==> src/source/mips_mem_consts.svh <==
`ifndef MIPS_MEM_CONSTS_SVH
`define MIPS_MEM_CONSTS_SVH

// data bus and register width.
`define MEM_DATA_W 32

// byte address width, covers the whole memory.
`define MEM_ADDR_W 10

// memory size in bytes.
`define MEM_BYTES 1024

// one select per byte lane.
`define MEM_SEL_W 4

`endif

==> src/source/mips_mem_pkg.sv <==
`include "mips_mem_consts.svh"

package mips_mem_pkg;

    // access width of a load or store.
    typedef enum logic [1:0] {
        SIZE_BYTE = 2'd0,
        SIZE_HALF = 2'd1,
        SIZE_WORD = 2'd2
    } access_size_t;

    // data as it travels on the bus and in the core.
    typedef logic [`MEM_DATA_W-1:0] word_t;

    // byte address as issued by the core.
    typedef logic [`MEM_ADDR_W-1:0] byte_addr_t;

    // byte lane selects.
    typedef logic [`MEM_SEL_W-1:0] sel_t;

endpackage

==> src/source/wb_arbiter.sv <==
`timescale 1ns/10ps
`include "mips_mem_consts.svh"

module wb_arbiter (
    input  logic                   i_clk,
    input  logic                   i_rst_n,
    input  logic                   i_m0_cyc,
    input  logic                   i_m0_stb,
    input  logic                   i_m0_we,
    input  logic [`MEM_ADDR_W-3:0] i_m0_adr,
    input  mips_mem_pkg::word_t    i_m0_dat,
    input  mips_mem_pkg::sel_t     i_m0_sel,
    output mips_mem_pkg::word_t    o_m0_dat,
    output logic                   o_m0_ack,
    input  logic                   i_m1_cyc,
    input  logic                   i_m1_stb,
    input  logic                   i_m1_we,
    input  logic [`MEM_ADDR_W-3:0] i_m1_adr,
    input  mips_mem_pkg::word_t    i_m1_dat,
    input  mips_mem_pkg::sel_t     i_m1_sel,
    output mips_mem_pkg::word_t    o_m1_dat,
    output logic                   o_m1_ack,
    output logic                   o_s_cyc,
    output logic                   o_s_stb,
    output logic                   o_s_we,
    output logic [`MEM_ADDR_W-3:0] o_s_adr,
    output mips_mem_pkg::word_t    o_s_dat,
    output mips_mem_pkg::sel_t     o_s_sel,
    input  mips_mem_pkg::word_t    i_s_dat,
    input  logic                   i_s_ack
);

    // owner of the previous cycle and winner of the last tie-break.
    logic owner_q;
    logic last_q;

    logic active;
    logic new_grant;
    logic grant;

    // the bus stays with its owner as long as that master keeps cyc up.
    assign active = owner_q ? i_m1_cyc : i_m0_cyc;

    always_comb begin
        if (active) begin
            grant = owner_q;
        end else if (i_m0_cyc && i_m1_cyc) begin
            grant = ~last_q;
        end else begin
            grant = i_m1_cyc;
        end
    end

    assign new_grant = !active && (i_m0_cyc || i_m1_cyc);

    always_ff @(posedge i_clk) begin
        if (!i_rst_n) begin
            owner_q <= 1'b0;
            last_q  <= 1'b1;
        end else begin
            owner_q <= grant;
            if (new_grant) begin
                last_q <= grant;
            end
        end
    end

    // request mux towards the slave.
    assign o_s_cyc = grant ? i_m1_cyc : i_m0_cyc;
    assign o_s_stb = grant ? i_m1_stb : i_m0_stb;
    assign o_s_we  = grant ? i_m1_we  : i_m0_we;
    assign o_s_adr = grant ? i_m1_adr : i_m0_adr;
    assign o_s_dat = grant ? i_m1_dat : i_m0_dat;
    assign o_s_sel = grant ? i_m1_sel : i_m0_sel;

    // response only to the granted master.
    assign o_m0_ack = i_s_ack && !grant;
    assign o_m1_ack = i_s_ack && grant;
    assign o_m0_dat = grant ? '0 : i_s_dat;
    assign o_m1_dat = grant ? i_s_dat : '0;

endmodule

==> config.mk <==
export PLATFORM = sky130hd
export DESIGN_NAME = wb_arbiter
export DESIGN_NICKNAME = d
export VERILOG_FILES = /design/src/source/mips_mem_pkg.sv /design/src/source/wb_arbiter.sv
export VERILOG_INCLUDE_DIRS = /design/src /design/src/source
export SDC_FILE = /design/constraint.sdc
export NUM_CORES = 1
export LEC_CHECK = 0
export BUFFER_PORTS_ARGS = -buffer_cell sky130_fd_sc_hd__buf_2
export CORE_AREA = 2 2 94 96
export DETAILED_ROUTE_END_ITERATION = 6
export DIE_AREA = 0 0 96 98
export PLACE_DENSITY = 0.54
export SLEW_MARGIN = 10
export SYNTH_ARGS = -nofsm -noshare
export SYNTH_HDL_FRONTEND = slang
export SYNTH_SLANG_ARGS = --single-unit
==> constraint.sdc <==
create_clock -name i_clk -period 1.2 [get_ports i_clk]
set_input_delay 0.06 -clock i_clk [delete_from_list [all_inputs] [get_ports i_clk]]
set_output_delay 0.06 -clock i_clk [all_outputs]
set_load 0.005 [all_outputs]
==> results.cfg, run 1 <==
[outcome]
status = complete, but fails checks
violations = setup timing

[synthesis]
synth_top_area_cell = mux2_2
syn_inst = 129
synth_common_cells = and2_1 (59), mux2_2 (46), and2_2 (8)
yosysMostFrequentCell = and2_1
synth_nets = 258
ys_warn_count = 0
synth_edf_count = 0
synth_area_per_cell_sq_um = 8.46
ys_top_cells_by_area = mux2_2 (47%), and2_1 (34%), and2_2 (5.5%)
synthDistinctLibCells = 11
synth_top_area_share_pct = 47.5
ys.flop_type = dfxtp_1
synthArstFlopShare_pct = 0
synth_area_sq_um = 1090
ys_seq_area_share_pct = 1.83
synth.ff_latch_count = 1

[timing]
final_max_slew_viol_count = 0
fin_skew_ns = 0
finalHoldViolations = 0
clock.fmax_mhz = 769
setup_viol = 46
grt_setup_unrepaired = yes
period_minus_slack_ns = 1.30
worstMarginPinSlew_ns = 0.203
post-route-period-util_pct = 108
relSlewSlack_pct = 86.5
layout_setup_ws_ns = -0.101

[global_route]
gr-usage-all-layers_pct = 9.99
overflow = 0
antenna_found_initial = 0
grt_pass1_wl_mm = 7.89
grt_max_degree = 41
grt_pass1_vias = 1747

[place]
place_area_sq_um = 2400
gp_congestion = 0.752
dp_cells = 472
dpl_worst_slack_ns = -0.123
port_buffers = 241
dp_hpwl_mm = 4.56

[clock_network]
cts_hold_repair.buffers = 0
cts_setup_buffers = 0
clock_latency_ns = 0
cts.clk_slew.worst_paths_ns = 0

[cells_and_area]
top_register = owner_q
nNetsFinal = 495
antenna_cells = 0
area_growth_pct = 136
instances_no_fill = 472
layout-drive-gt1-share_pct = 83.2
largest_reg_flops = 1
fin_area_sq_um = 2580
top_regs = owner_q x1
nFillCells = 924
final_util_pct = 30.4

[route]
ant_nets = 0
num_vias = 1820
wl_mm = 5.48
drtIter0Drc = 12
viasPerCell = 3.86
wire_per_inst_microns = 11.6
drc_errors = 0
first_pass_iters = 4

[worst_setup_path]
crit_arrival_ns = 1.24
critical-path-top-delay-family = buffers and inverters
cp_slowest_cell = mux2_2
rr_worst_depth = 3
crit_path_end_kind = output port
r2r-start = owner_q
path_cells = o21ai_4 -> buf_12 -> mux2_2 -> buf_2
r2r_slack_ns = 0.23
critPathMaxFanout = 40
path_buf_inv = 2
startpoint_type = register
required_ns = 1.14
worstSetupPathType = register to output port
timing.rr.end = owner_q
slowest_delay_ns = 0.36

[hold_path]
hold_path.class = input pin to register
hold_depth = 2
worstHoldEndpoint = owner_q
hp-start = i_rst_n

[power]
p_total_mw = 0.987
p_leak_nw = 1.55
peakVddDrop_mv = 0.140
power_density_nw_per_um2 = 383

[floorplanning]
dieWidth_microns = 96
die_height_microns = 98
start_util_pct = 12.9
ios = 242
fp-row-count = 34
die_area_sq_um = 9410
coreArea_sq_um = 8470

[job]
drv_cap = 0
-- where the power goes --
part           switching [mW]  internal, mW  total (mW)  leakage, nW
Combinational           0.346         0.603       0.950         1.54
Clock                       0             0           0            0
Sequential            0.00155        0.0359      0.0375      0.00861
Total                   0.348         0.639       0.987         1.55
-- cell usage in the layout (no fill, tap or decap) --
cell | netlist | routed
and2_1 | 59 | 59
o21ai_4 | 1 | 1
buf_12 | 0 | 2
dfxtp_2 | 0 | 1
mux2_2 | 46 | 29
o21a_1 | 1 | 1
or2_2 | 1 | 1
buf_2 | 0 | 224
buf_4 | 0 | 3
and2_2 | 8 | 8
inv_1 | 1 | 1
buf_6 | 5 | 17
mux2_4 | 0 | 17
-- timing repair --
item / 4_1_cts / 5_1_grt
pin swaps: 0 / 0
setup endpoints to repair: 46 / 46
resized for setup: 32 / 3
-- metal layers --
metal  share of wire, %  up-vias  global-route usage, %
li1                   -      895                      -
met1                 38      810                   11.5
met2                 54      113                   20.4
met3                8.4        2                  0.849
met4               0.15        0                  0.220
met5                  0        -                      0
-- kinds of logic (layout without fill, tap and decap cells) --
kind of cell | after synthesis | in the layout | share of synthesized area, %
AND/OR/NAND/NOR | 68 | 68 | 39.9
multiplexers | 46 | 46 | 47.5
buffers and inverters | 12 | 247 | 8.60
AO/OA/AOI/OAI | 2 | 2 | 2.18
flip-flops | 1 | 1 | 1.83
-- area by class of cell --
class | instances | area (sq um) | share of cell area [%]
Sequential cell | 1 | 21.3 | 0.826
Timing Repair Buffer | 246 | 1380 | 53.4
Inverter | 1 | 3.75 | 0.146
Multi-Input combinational cell | 116 | 1040 | 40.4
Tap cell | 108 | 135 | 5.25
-- per-stage QoR --
step	setup TNS [ns]	hold slack [ns]
2_1_floorplan	0	0.182
4_1_cts	-3.59	0.267
3_5_place_dp	-4.10	0.267
5_1_grt	-5.70	0.286
6_report	-3.46	0.263
3_3_place_gp	-3.12	0.264
-- worst max path at each step --
stage / startpoint / endpoint / slack (ns) / cells past startpoint
2_1_floorplan: owner_q / o_s_adr[0] / 0.08 / 3
3_3_place_gp: owner_q / o_s_stb / -0.09 / 4
6_report: owner_q / o_s_stb / -0.10 / 4
3_5_place_dp: owner_q / o_s_stb / -0.12 / 4
4_1_cts: owner_q / o_s_stb / -0.11 / 4
5_1_grt: owner_q / o_s_stb / -0.16 / 4
(Power assumes the default switching activity.)
==> run 2, diff against run 1 <==
Settings changed: ABC_AREA set to 1, CORE_AREA 2 2 94 96 to 2 2 95 97, DIE_AREA 0 0 96 98 to 0 0 97 99, PLACE_DENSITY 0.54 to 0.53.
==> results.cfg, run 2 <==
[synthesis]
synth_area_per_cell_sq_um = 4.03
synthXorXnorAreaFrac_pct = 0
synth_area_sq_um = 1050
synth_top_area_share_pct = 49.5
syn_inst = 262
ys.flop_type = dfxtp_1
yosysMostFrequentCell = nand2_1
ys_seq_area_share_pct = 1.90
synth_common_cells = nand2_1 (139), nor2_1 (67), inv_1 (35)
synthSimpleGateAreaFrac_pct = 75.0
synth_top_area_cell = nand2_1
synth_edf_count = 0
synth.ff_latch_count = 1
synthDistinctLibCells = 10
synth_mux_area_share_pct = 0
ys_warn_count = 0
ys_top_cells_by_area = nand2_1 (49%), nor2_1 (24%), inv_1 (12%)
synth_top_family_by_area = simple AND/OR/NAND/NOR gates
synthAdderAreaFrac_pct = 0
synthArstFlopShare_pct = 0
synth_compound_area_share_pct = 0
synth_nets = 391

[cells_and_area]
layout_commonest_cell = buf_2
top_regs = owner_q x1
nFillCells = 973
fin_area_sq_um = 2460
nNetsFinal = 627
largest_reg_flops = 1
layout_common_cells = buf_2 (241), nand2_1 (139), nor2_1 (67), inv_1 (35)
top_register = owner_q
multi_input_area_sq_um = 791
area_growth_pct = 133
layout-drive-gt1-share_pct = 51.2
antenna_cells = 0
seq_area_sq_um = 20.0

[power]
clkPwrFrac_pct = 0
p_sw_share_pct = 46.2
pwr-share-seq_pct = 3.8
p_leak_nw = 1.84
power.switching_mw = 0.438
combPwrFrac_pct = 96.2
p_total_mw = 0.947
p_int_mw = 0.509
peakVddDrop_mv = 0.123
power_density_nw_per_um2 = 385

[route]
met2_length_mm = 3.30
wl_mm = 6.21
dr_wl_met3_microns = 540
drc_errors = 0
drtIter0Drc = 30
wire_per_inst_microns = 10.3
first_pass_iters = 4
num_vias = 2283
ant_nets = 0
viasPerCell = 3.78
dr.max_layer_used = met3
drt-met1-wl_mm = 2.37

[global_route]
overflow = 0
antenna_found_initial = 0
grt_pass1_vias = 2106
gr-usage-all-layers_pct = 10.9
grt_max_degree = 54
grt_pass1_wl_mm = 9.20

[worst_setup_path]
required_ns = 1.14
path_cells = nor2_2 -> nor2_4 -> inv_4 -> clkbuf_16 -> nand2_1 -> nand2_1 -> buf_2
path_buf_inv = 3
crit_top_cell = nand2_1
timing.rr.end = owner_q
rr_worst_depth = 5
slowest_delay_ns = 0.31
startpoint_type = register
r2r_slack_ns = 0.18
crit_arrival_ns = 1.11
cp_slowest_cell = dfxtp_1
worstSetupPathType = register to output port
critical-path-top-delay-family = buffers and inverters
crit_path_end_kind = output port
critPathMaxFanout = 17
r2r-start = owner_q

[timing]
setup_viol = 0
grt_setup_unrepaired = yes
post-route-period-util_pct = 97.5
worstMarginPinSlew_ns = 0.209
finalHoldViolations = 0
final_max_slew_viol_count = 0
period_minus_slack_ns = 1.17
fin_skew_ns = 0
clock.fmax_mhz = 855
relSlewSlack_pct = 86.0

[clock_network]
cts.clk_slew.worst_paths_ns = 0
clock_latency_ns = 0
cts_hold_repair.buffers = 0

[floorplanning]
ios = 242
die_height_microns = 99
dieWidth_microns = 97
die_area_sq_um = 9600
fp-row-count = 34
coreArea_sq_um = 8550
start_util_pct = 12.3

[job]
drv_cap = 0

[place]
port_buffers = 241
gp_congestion = 0.729
dp_hpwl_mm = 4.95
place_area_sq_um = 2370

[outcome]
status = complete, no violations

[hold_path]
worstHoldEndpoint = owner_q
hp-start = i_rst_n
hold_depth = 3
hold_path.class = input pin to register
run 2: cell types whose count changed after synthesis, sizes merged:
cell / change
or2: -1
nand2: +139
o21ai: -1
clkbuf: -5
nor2: +69
mux2: -46
and2: -67
inv: +36
o21a: -1
buf: +10
run 2: metrics by stage:
step	utilization [%]	setup WS (ns)	instances	hold WS (ns)	TNS, ns
after floorplan	-	0.298	262	0.172	0
after global placement	27.7	0.0694	600	0.287	0
after detailed placement	27.7	0.0374	600	0.294	0
after CTS	27.7	0.0347	600	0.295	0
after global routing	28.8	-0.0458	604	0.304	-1.09
final	28.8	0.0300	604	0.291	0
run 2: worst max-delay path by stage:
stage / cells after the start / end / startpoint
after global routing: 6 / o_s_dat[26] / owner_q
after detailed placement: 6 / o_s_dat[9] / owner_q
after CTS: 6 / o_s_dat[27] / owner_q
final: 7 / o_s_dat[21] / owner_q
after floorplan: 5 / o_m1_dat[10] / owner_q
after global placement: 6 / o_s_dat[21] / owner_q
run 2: power groups by stage:
| stage | Combinational [mW] | Sequential [mW] | Clock [mW] |
|---|---|---|---|
| after global placement | 0.866 | 0.0362 | 0 |
| final | 0.910 | 0.0364 | 0 |
| after detailed placement | 0.872 | 0.0364 | 0 |
| after floorplan | 0.369 | 0.0361 | 0 |
| after CTS | 0.876 | 0.0364 | 0 |
| after global routing | 1.02 | 0.0364 | 0 |
run 2: worst reg2reg max path: stages (launching register included):
cell	delay [ns]
dfxtp_1	0.31
nor2_2	0.05
nor2_4	0.20
inv_4	0.11
clkbuf_16	0.20
nor2_1	0.08
run 2: cell type report:
type / count / share of cell area [%]
repair buffers: 250 / 55.8
well taps: 108 / 5.50
inverters: 37 / 5.75
flip-flops and latches: 1 / 0.814
multi-input cells: 208 / 32.2
run 2: kinds of logic after synthesis:
kind of cell,Yosys count
and+or+nand+nor,208
buffers and inverters,53
DFF,1
run 2: layer usage:
| metal | up-vias | GRT usage (%) |
|---|---|---|
| li1 | 1202 | - |
| met1 | 950 | 11.6 |
| met2 | 131 | 23.3 |
| met3 | 0 | 1.84 |
| met4 | 0 | 0.325 |
| met5 | - | 0 |
run 2: what timing repair did:
item                       4_1_cts  5_1_grt
setup endpoints to repair        0       23
hold endpoints to repair         0        0
resized for setup                0        3
buffers inserted                 0        1
