**config.mk**
```make
export PLATFORM = sky130hd
export DESIGN_NAME = lsu_port
export DESIGN_NICKNAME = d
export VERILOG_FILES = /design/src/source/mips_mem_pkg.sv /design/src/source/lsu_port.sv
export VERILOG_INCLUDE_DIRS = /design/src /design/src/source
export SDC_FILE = /design/constraint.sdc
export NUM_CORES = 1
export LEC_CHECK = 0
export ABC_AREA = 1
export BUFFER_PORTS_ARGS = -buffer_cell sky130_fd_sc_hd__buf_2
export CAP_MARGIN = 40
export CORE_MARGIN = 1
export CORE_UTILIZATION = 44
export CTS_BUF_LIST = sky130_fd_sc_hd__clkbuf_16
export CTS_CLUSTER_DIAMETER = 30
export DETAILED_ROUTE_END_ITERATION = 7
export GPL_TIMING_DRIVEN = 1
export PLACE_DENSITY_LB_ADDON = 0.15
export SLEW_MARGIN = 20
export SYNTH_ARGS = -nofsm -noshare
export SYNTH_HDL_FRONTEND = slang
export SYNTH_SLANG_ARGS = --single-unit
```
**constraint.sdc**
```tcl
create_clock -name i_clk -period 4.7 [get_ports i_clk]
set_input_delay 0.94 -clock i_clk [delete_from_list [all_inputs] [get_ports i_clk]]
set_output_delay 0.94 -clock i_clk [all_outputs]
set_load 0.1 [all_outputs]
```
**src/source/mips_mem_consts.svh**
```systemverilog
`ifndef MIPS_MEM_CONSTS_SVH
`define MIPS_MEM_CONSTS_SVH

// data bus and register width.
`define MEM_DATA_W 32

// byte address width, covers the whole memory.
`define MEM_ADDR_W 10

// memory size in bytes.
`define MEM_BYTES 1024

// one select per byte lane.
`define MEM_SEL_W 4

`endif

```
**src/source/mips_mem_pkg.sv**
```systemverilog
`include "mips_mem_consts.svh"

package mips_mem_pkg;

    // access width of a load or store.
    typedef enum logic [1:0] {
        SIZE_BYTE = 2'd0,
        SIZE_HALF = 2'd1,
        SIZE_WORD = 2'd2
    } access_size_t;

    // data as it travels on the bus and in the core.
    typedef logic [`MEM_DATA_W-1:0] word_t;

    // byte address as issued by the core.
    typedef logic [`MEM_ADDR_W-1:0] byte_addr_t;

    // byte lane selects.
    typedef logic [`MEM_SEL_W-1:0] sel_t;

endpackage

```
**src/source/lsu_port.sv**
```systemverilog
`timescale 1ns/10ps
`include "mips_mem_consts.svh"

module lsu_port (
    input  logic                       i_clk,
    input  logic                       i_rst_n,
    input  logic                       i_req,
    input  logic                       i_we,
    input  mips_mem_pkg::access_size_t i_size,
    input  logic                       i_signed,
    input  mips_mem_pkg::byte_addr_t   i_addr,
    input  mips_mem_pkg::word_t        i_wdata,
    output logic                       o_busy,
    output logic                       o_done,
    output mips_mem_pkg::word_t        o_rdata,
    output logic                       o_misaligned,
    output logic                       o_wb_cyc,
    output logic                       o_wb_stb,
    output logic                       o_wb_we,
    output logic [`MEM_ADDR_W-3:0]     o_wb_adr,
    output mips_mem_pkg::word_t        o_wb_dat,
    output mips_mem_pkg::sel_t         o_wb_sel,
    input  mips_mem_pkg::word_t        i_wb_dat,
    input  logic                       i_wb_ack
);

    typedef enum logic [1:0] {
        ST_IDLE,
        ST_BUS,
        ST_DONE
    } state_t;

    state_t state_q;

    // request as captured at acceptance.
    logic                       we_q;
    mips_mem_pkg::access_size_t size_q;
    logic                       signed_q;
    logic [1:0]                 lane_q;
    logic [`MEM_ADDR_W-3:0]     adr_q;
    mips_mem_pkg::word_t        wdat_q;
    mips_mem_pkg::sel_t         sel_q;

    logic                accept;
    logic                aligned;
    mips_mem_pkg::sel_t  sel_d;
    mips_mem_pkg::word_t wdat_d;
    mips_mem_pkg::word_t lane_data;
    mips_mem_pkg::word_t load_data;

    // a new request is taken whenever no bus cycle is running.
    assign accept = i_req && (state_q != ST_BUS);

    // alignment check, lane selects and write data placement.
    always_comb begin
        case (i_size)
            mips_mem_pkg::SIZE_BYTE: begin
                aligned = 1'b1;
                sel_d   = mips_mem_pkg::sel_t'(4'b0001 << i_addr[1:0]);
                wdat_d  = mips_mem_pkg::word_t'(i_wdata[7:0]) << {i_addr[1:0], 3'b000};
            end
            mips_mem_pkg::SIZE_HALF: begin
                aligned = ~i_addr[0];
                sel_d   = i_addr[1] ? 4'b1100 : 4'b0011;
                wdat_d  = mips_mem_pkg::word_t'(i_wdata[15:0]) << {i_addr[1], 4'b0000};
            end
            default: begin
                aligned = (i_addr[1:0] == 2'b00);
                sel_d   = 4'b1111;
                wdat_d  = i_wdata;
            end
        endcase
    end

    // bring the addressed lane down to bit 0, then extend.
    assign lane_data = i_wb_dat >> {lane_q, 3'b000};

    always_comb begin
        case (size_q)
            mips_mem_pkg::SIZE_BYTE: begin
                if (signed_q) begin
                    load_data = {{24{lane_data[7]}}, lane_data[7:0]};
                end else begin
                    load_data = {24'b0, lane_data[7:0]};
                end
            end
            mips_mem_pkg::SIZE_HALF: begin
                if (signed_q) begin
                    load_data = {{16{lane_data[15]}}, lane_data[15:0]};
                end else begin
                    load_data = {16'b0, lane_data[15:0]};
                end
            end
            default: load_data = i_wb_dat;
        endcase
    end

    always_ff @(posedge i_clk) begin
        if (!i_rst_n) begin
            state_q      <= ST_IDLE;
            o_misaligned <= 1'b0;
        end else begin
            o_misaligned <= accept && !aligned;
            case (state_q)
                ST_BUS: begin
                    if (i_wb_ack) begin
                        state_q <= ST_DONE;
                    end
                end
                default: begin
                    if (accept) begin
                        // misaligned requests skip the bus entirely.
                        state_q <= aligned ? ST_BUS : ST_DONE;
                    end else begin
                        state_q <= ST_IDLE;
                    end
                end
            endcase
        end
    end

    // payload and result registers.
    always_ff @(posedge i_clk) begin
        if (accept) begin
            we_q     <= i_we;
            size_q   <= i_size;
            signed_q <= i_signed;
            lane_q   <= i_addr[1:0];
            adr_q    <= i_addr[`MEM_ADDR_W-1:2];
            wdat_q   <= wdat_d;
            sel_q    <= sel_d;
            if (!aligned) begin
                o_rdata <= '0;
            end
        end
        if (state_q == ST_BUS && i_wb_ack) begin
            o_rdata <= we_q ? '0 : load_data;
        end
    end

    assign o_busy   = (state_q == ST_BUS);
    assign o_done   = (state_q == ST_DONE);
    assign o_wb_cyc = (state_q == ST_BUS);
    assign o_wb_stb = (state_q == ST_BUS);
    assign o_wb_we  = we_q;
    assign o_wb_adr = adr_q;
    assign o_wb_dat = wdat_q;
    assign o_wb_sel = sel_q;

endmodule

```
==> impl_results.md, run 1 <==
- Clock Sinks: 85
- Global-route wire length before repair: 15500 µm
- Dpl cell area: 5030 µm²
- DR vias/cell: 4.99
- Worst path top cell family by delay: buffers and inverters
- Max-slew violation count: 0
- Worst-path clk slew: 0.07 ns
- Synth Instances: 416
- Status: finished, final reports clean
- Crit-path max FO: 32
- Ranking of synthesized cells by area: edfxtp_1 59%, nand2_1 9.7%, inv_1 5.1%
- Largest net degree at the start of global routing: 51
- Syn Area/Cell: between 10 and 15 µm²
- RSZ-0062 raised after global routing: no
- Count leader, synth: nand2_1
- Top cell type's share of synthesized area: 0.590
- WP data arrival: 2.38 ns
- Fin nets: ~660
- Gr usage total: 0.205
- IO Pins: about 160
- Adder-Cell Fraction of Synth Area: 0
- Buf/Inv on CP: 3
- Largest family of logic cells by synthesized area: simple AND/OR/NAND/NOR gates
- Syn Nets: approximately 500
- Slowest-stage cell, CP: buf_4
- Routed Antenna Nets: 0
- Synth-to-layout area growth: 27.8%
- HPWL after detailed placement: 7240 µm
- Multi-input gate area: about 1300 µm²
- Share of layout cells above drive strength 1: 0.380
- Post-route minimum period: roughly 2.4 ns
- # port buffers: about 160
- Register area: about 2500 µm²
- Synth unique cells: 25
- Total Power: roughly 2.2 mW
- Starting density of the core: 0.454
- CTS tree: built
- CP Depth: 6
- Delay of the slowest cell on the worst path: ~0.37 ns
- CTS Buffer Depth: 2
- Die area: between 9000 and 10000 µm²
- Die height: between 90 and 100 µm
- Worst setup endpoint: o_rdata[4]
- Die Width: just under 100 µm
- Post-synthesis mux area share: 0
- CTS Buf Count: 9
- Post-synth EDFFs: 82
- H-tree depth: 3
- Register area share after synthesis: 0.605
- Overflow after GRT: 0
- Max-Slew Margin vs Limit: 0.415
- Synthesis-stage register bit count: 85
- P per Cell Area: 411 nW/µm²
- CP Launch Point: i_size[1]
- Post-route DRC: 0
- Post-CTS repair timing setup buffer count: 0
- Reg2reg path depth: 8
- Setup TNS: 0 ns
- Drt pass-1 iters: 4
- Crit Path Class: input pin to flip-flop
- DRT Wirelength: about 9900 µm
- Hold Fails Final Rpt: 0
- WL per Instance: 14.3 µm
- Skew final: 0.00895 ns
- Skew-Pair Late Insertion Delay: roughly 0.33 ns
- Mapped Area: approximately 4200 µm²
- Largest area contributor in the netlist: edfxtp_1
- Initial drt markers: between 100 and 150
- Vias: 3451
- Synth warn: 0
- Worst slew pin tran: roughly 0.88 ns
- Critical R2R Capture: o_rdata[18]
- PostCTS Resize Cnt: 0
- Min-delay worst type: flip-flop to flip-flop
- Fmax achieved: about 420 MHz
- Xor and xnor area share after synthesis: 0
- Compound-Gate Fraction of Synth Area: 0.117
- # rows: 35
- Setup crit end kind: flip-flop
- CTS Root Buffer Type: clkbuf_16
- Synth top cells by count: 108 x nand2_1, 82 x edfxtp_1, 57 x inv_1, 32 x o21ai_0, 22 x nand3_1
- Finished layout cell area: ~5300 µm²
- Setup violators final: 0
- Core box area: about 9200 µm²
- Most frequent CP cell: nand2_1
- Max cap viols: 0
- Final Util: 0.580
- ANT cells: 0
- Post-synth ARST share: 0
- Fillers: 836
- Fin crit share: 0.510
- GPL Wtd Cong: just under 0.9
- WP data required: about 4.7 ns
- Commonest register cell after synthesis: edfxtp_1
- Startpoint types: input pin
- Hold-fix buffers, CTS: 0
- Leakage: ~2.7 nW
- Initial antenna violation count: 0
- Cell Chain, Critical Path: buf_2, inv_1, nand2_1, nand3_1, nand2_1, buf_4
- Reg2reg setup slack: about 2.5 ns
- Worst reg2reg startpoint: lane_q[0]
- Vias in the first global route: 3280
- Peak VDD IR: 0.234 mV
- Post-synthesis simple-gate area fraction: 0.193
[worst reg2reg max path: cells and delay by family (launching register included)]
kind / cells / cell delay [ns]
DFF: 1 / 0.87
buffers and inverters: 2 / 0.33
and+or+nand+nor: 6 / 0.90
[how the worst min path moves through the flow]
stage	from	end	slack, ns	cells after the start
after global placement	state_q[0]	state_q[1]	0.67	4
after detailed placement	state_q[0]	state_q[0]	0.68	3
final	state_q[0]	state_q[0]	0.69	3
after floorplan	state_q[0]	state_q[1]	0.76	4
after global routing	state_q[0]	state_q[0]	0.73	3
after CTS	state_q[0]	state_q[0]	0.69	3
[metal layers]
metal,GRT usage,routed length (µm)
met3,0.0555,712
met5,0,0
met1,0.248,4020
met4,0.0656,78
met2,0.356,5090
[layout by cell type (no fill, tap or decap), types with 7 or more instances in the layout]
cell       count
a21boi_0       8
a21oi_1       19
a21oi_2        8
buf_2        163
clkbuf_16      9
edfxtp_1      82
inv_1         58
inv_2          7
nand2_1      108
nand3_1       22
nand3_2       14
nor2_1        14
o21ai_0       32
[state kept, by name, indices dropped and copies added (netlist names)]
name          flops
lane_q            2
o_misaligned      1
o_rdata          32
o_wb_adr          8
o_wb_dat         32
o_wb_sel          4
o_wb_we           1
signed_q          1
size_q            2
state_q           2
[area by class of cell]
class / instances / share of cell area
Clock buffer: 9 / 0.0422
Clock inverter: 7 / 0.0108
Inverter: 64 / 0.0451
Multi-Input combinational cell: 250 / 0.244
Sequential cell: 85 / 0.473
Tap cell: 111 / 0.0261
Timing Repair Buffer: 166 / 0.159
[metrics by stage]
stage | setup slack, ns | hold WS (ns) | cells
4_1_cts | 2.29 | 0.694 | 691
6_report | 2.30 | 0.690 | 692
3_3_place_gp | 2.02 | 0.665 | 675
3_5_place_dp | 1.96 | 0.676 | 675
2_1_floorplan | 0.899 | 0.758 | 416
5_1_grt | 2.14 | 0.735 | 692
[report_power, final]
| group | internal (mW) | leakage [nW] | switching [mW] |
|---|---|---|---|
| Combinational | 0.0995 | 1.68 | 0.499 |
| Sequential | 0.895 | 0.838 | 0.0189 |
| Clock | 0.367 | 0.140 | 0.314 |
| Total | 1.36 | 2.66 | 0.832 |
[cell families after synthesis]
kind of cell | after synthesis
flops | 85
simple gates | 169
buf+inv | 81
compound gates | 81
No activity file was read; power rests on OpenSTA's default activity.
==> run 2: changes to the inputs <==
Clock period 4.7 ns to 2.2 ns, I/O delays scaled along.
==> run 2 against run 1 <==
Clock power rose by 110%. Power increased by 110%. Register-to-register slack got worse by 2.0 ns. Critical endpoint is now o_busy.
==> impl_results.md, run 2 (synthesized netlist as in run 1, its figures left out) <==
- Routed Antenna Nets: 0
- Setup crit end kind: primary output
- Die height: 99.4 µm
- WL per Instance: approximately 14 µm
- Max-Slew Margin vs Limit: 0.659
- Fin crit share: 0.816
- Most common cell after layout, fill and taps aside: buf_2
- Slowest-stage cell, CP: buf_2
- P per Cell Area: 865 nW/µm²
- Worst-path clk slew: 0.06 ns
- PostCTS Resize Cnt: 0
- # placed instances: about 680
- Hold-fix buffers, CTS: 0
- Fmax achieved: roughly 560 MHz
- # rows: 35
- CTS Root Buffer Type: clkbuf_16
- Non-Filler Instances: 694
- Skew-Pair Late Insertion Delay: 0.34 ns
- Max-slew violation count: 0
- Clock Sinks: 85
- Peak VDD IR: between 0.6 and 0.7 mV
- ANT cells: 0
- Max cap viols: 0
- Global-route wire length before repair: 16000 µm
- Cell Chain, Critical Path: inv_2, nor2_4, buf_2
- Die area: between 9000 and 10000 µm²
- Skew final: roughly 0.0068 ns
- Worst slew pin tran: 0.516 ns
- Status: finished, final reports clean
- CTS Buf Count: 9
- Post-CTS repair timing setup buffer count: 0
- WP data required: approximately 1.8 ns
- Total Power: between 4 and 5 mW
- Share of layout cells above drive strength 1: 0.384
- Gr usage total: 0.211
- Vias: 3511
- DRT Wirelength: between 10000 and 15000 µm
- Startpoint types: flip-flop
- Reg2reg setup slack: between 0.4 and 0.5 ns
- Drt pass-1 iters: 4
- Finished layout cell area: between 5000 and 6000 µm²
- Hold Fails Final Rpt: 0
- IO Pins: around 160
- Fin nets: 660
- Worst path top cell family by delay: buffers and inverters
- RSZ-0062 raised after global routing: no
- Initial antenna violation count: 0
- Post-route minimum period: roughly 1.8 ns
- Leakage: roughly 2.7 nW
- Delay of the slowest cell on the worst path: ~0.46 ns
- # port buffers: approximately 160
- Initial drt markers: about 120
- Dpl cell area: around 5100 µm²
- HPWL after detailed placement: 7550 µm
- Starting density of the core: 0.454
- Post-route DRC: 0
- CTS tree: built
- Crit-path max FO: 6
- Most frequent cells in the layout: 163 x buf_2, 107 x nand2_1, 82 x edfxtp_1
- CTS Buffer Depth: 2
- H-tree depth: 3
- Buf/Inv on CP: 2
- GPL Wtd Cong: about 0.93
- Core box area: a little over 9000 µm²
- Setup TNS: 0 ns
- Overflow after GRT: 0
- DR vias/cell: a little over 5
- Die Width: roughly 99 µm
- Largest net degree at the start of global routing: 51
- Setup violators final: 0
- Min-delay worst type: input pin to flip-flop
- Crit Path Class: flip-flop to primary output
- WP data arrival: 1.36 ns
- Vias in the first global route: between 3000 and 4000
- Synth-to-layout area growth: 28.7%
[run 2: through the flow]
stage	setup WS [ns]	utilization	hold slack (ns)
after floorplan	0.0376	-	0.539
after global placement	0.394	0.554	0.617
after detailed placement	0.282	0.554	0.618
after CTS	0.390	0.584	0.270
after global routing	0.304	0.584	0.263
final	0.404	0.584	0.279
[run 2: final cells by class]
| cell class | instances | area [µm²] |
|---|---|---|
| timing repair buffer | 168 | 866 |
| sequential | 85 | 2520 |
| clock buffer | 9 | 225 |
| clock inverter | 7 | 47.5 |
| multi-input combinational | 250 | 1330 |
| tap | 111 | 139 |
| inverter | 64 | 240 |
| fill | 834 | 3830 |
[run 2: worst paths after layout]
check                           cells after the start       start           to
worst max-delay path                                3  state_q[0]       o_busy
worst max register to register                      8   lane_q[0]  o_rdata[18]
worst min register to register                      3  state_q[0]   state_q[0]
worst min-delay path                                1   i_addr[6]  o_wb_adr[4]
[run 2: per-layer routing]
layer,wire length [µm],global-route usage,up-vias
met5,0,0,-
li1,-,-,1721
met1,4010,0.244,1625
met3,794,0.0661,13
met4,140,0.0611,0
met2,5060,0.376,152
[run 2: power breakdown]
group          switching [mW]  internal [mW]
registers              0.0378           1.91
clock network           0.636          0.765
logic                    1.08          0.220
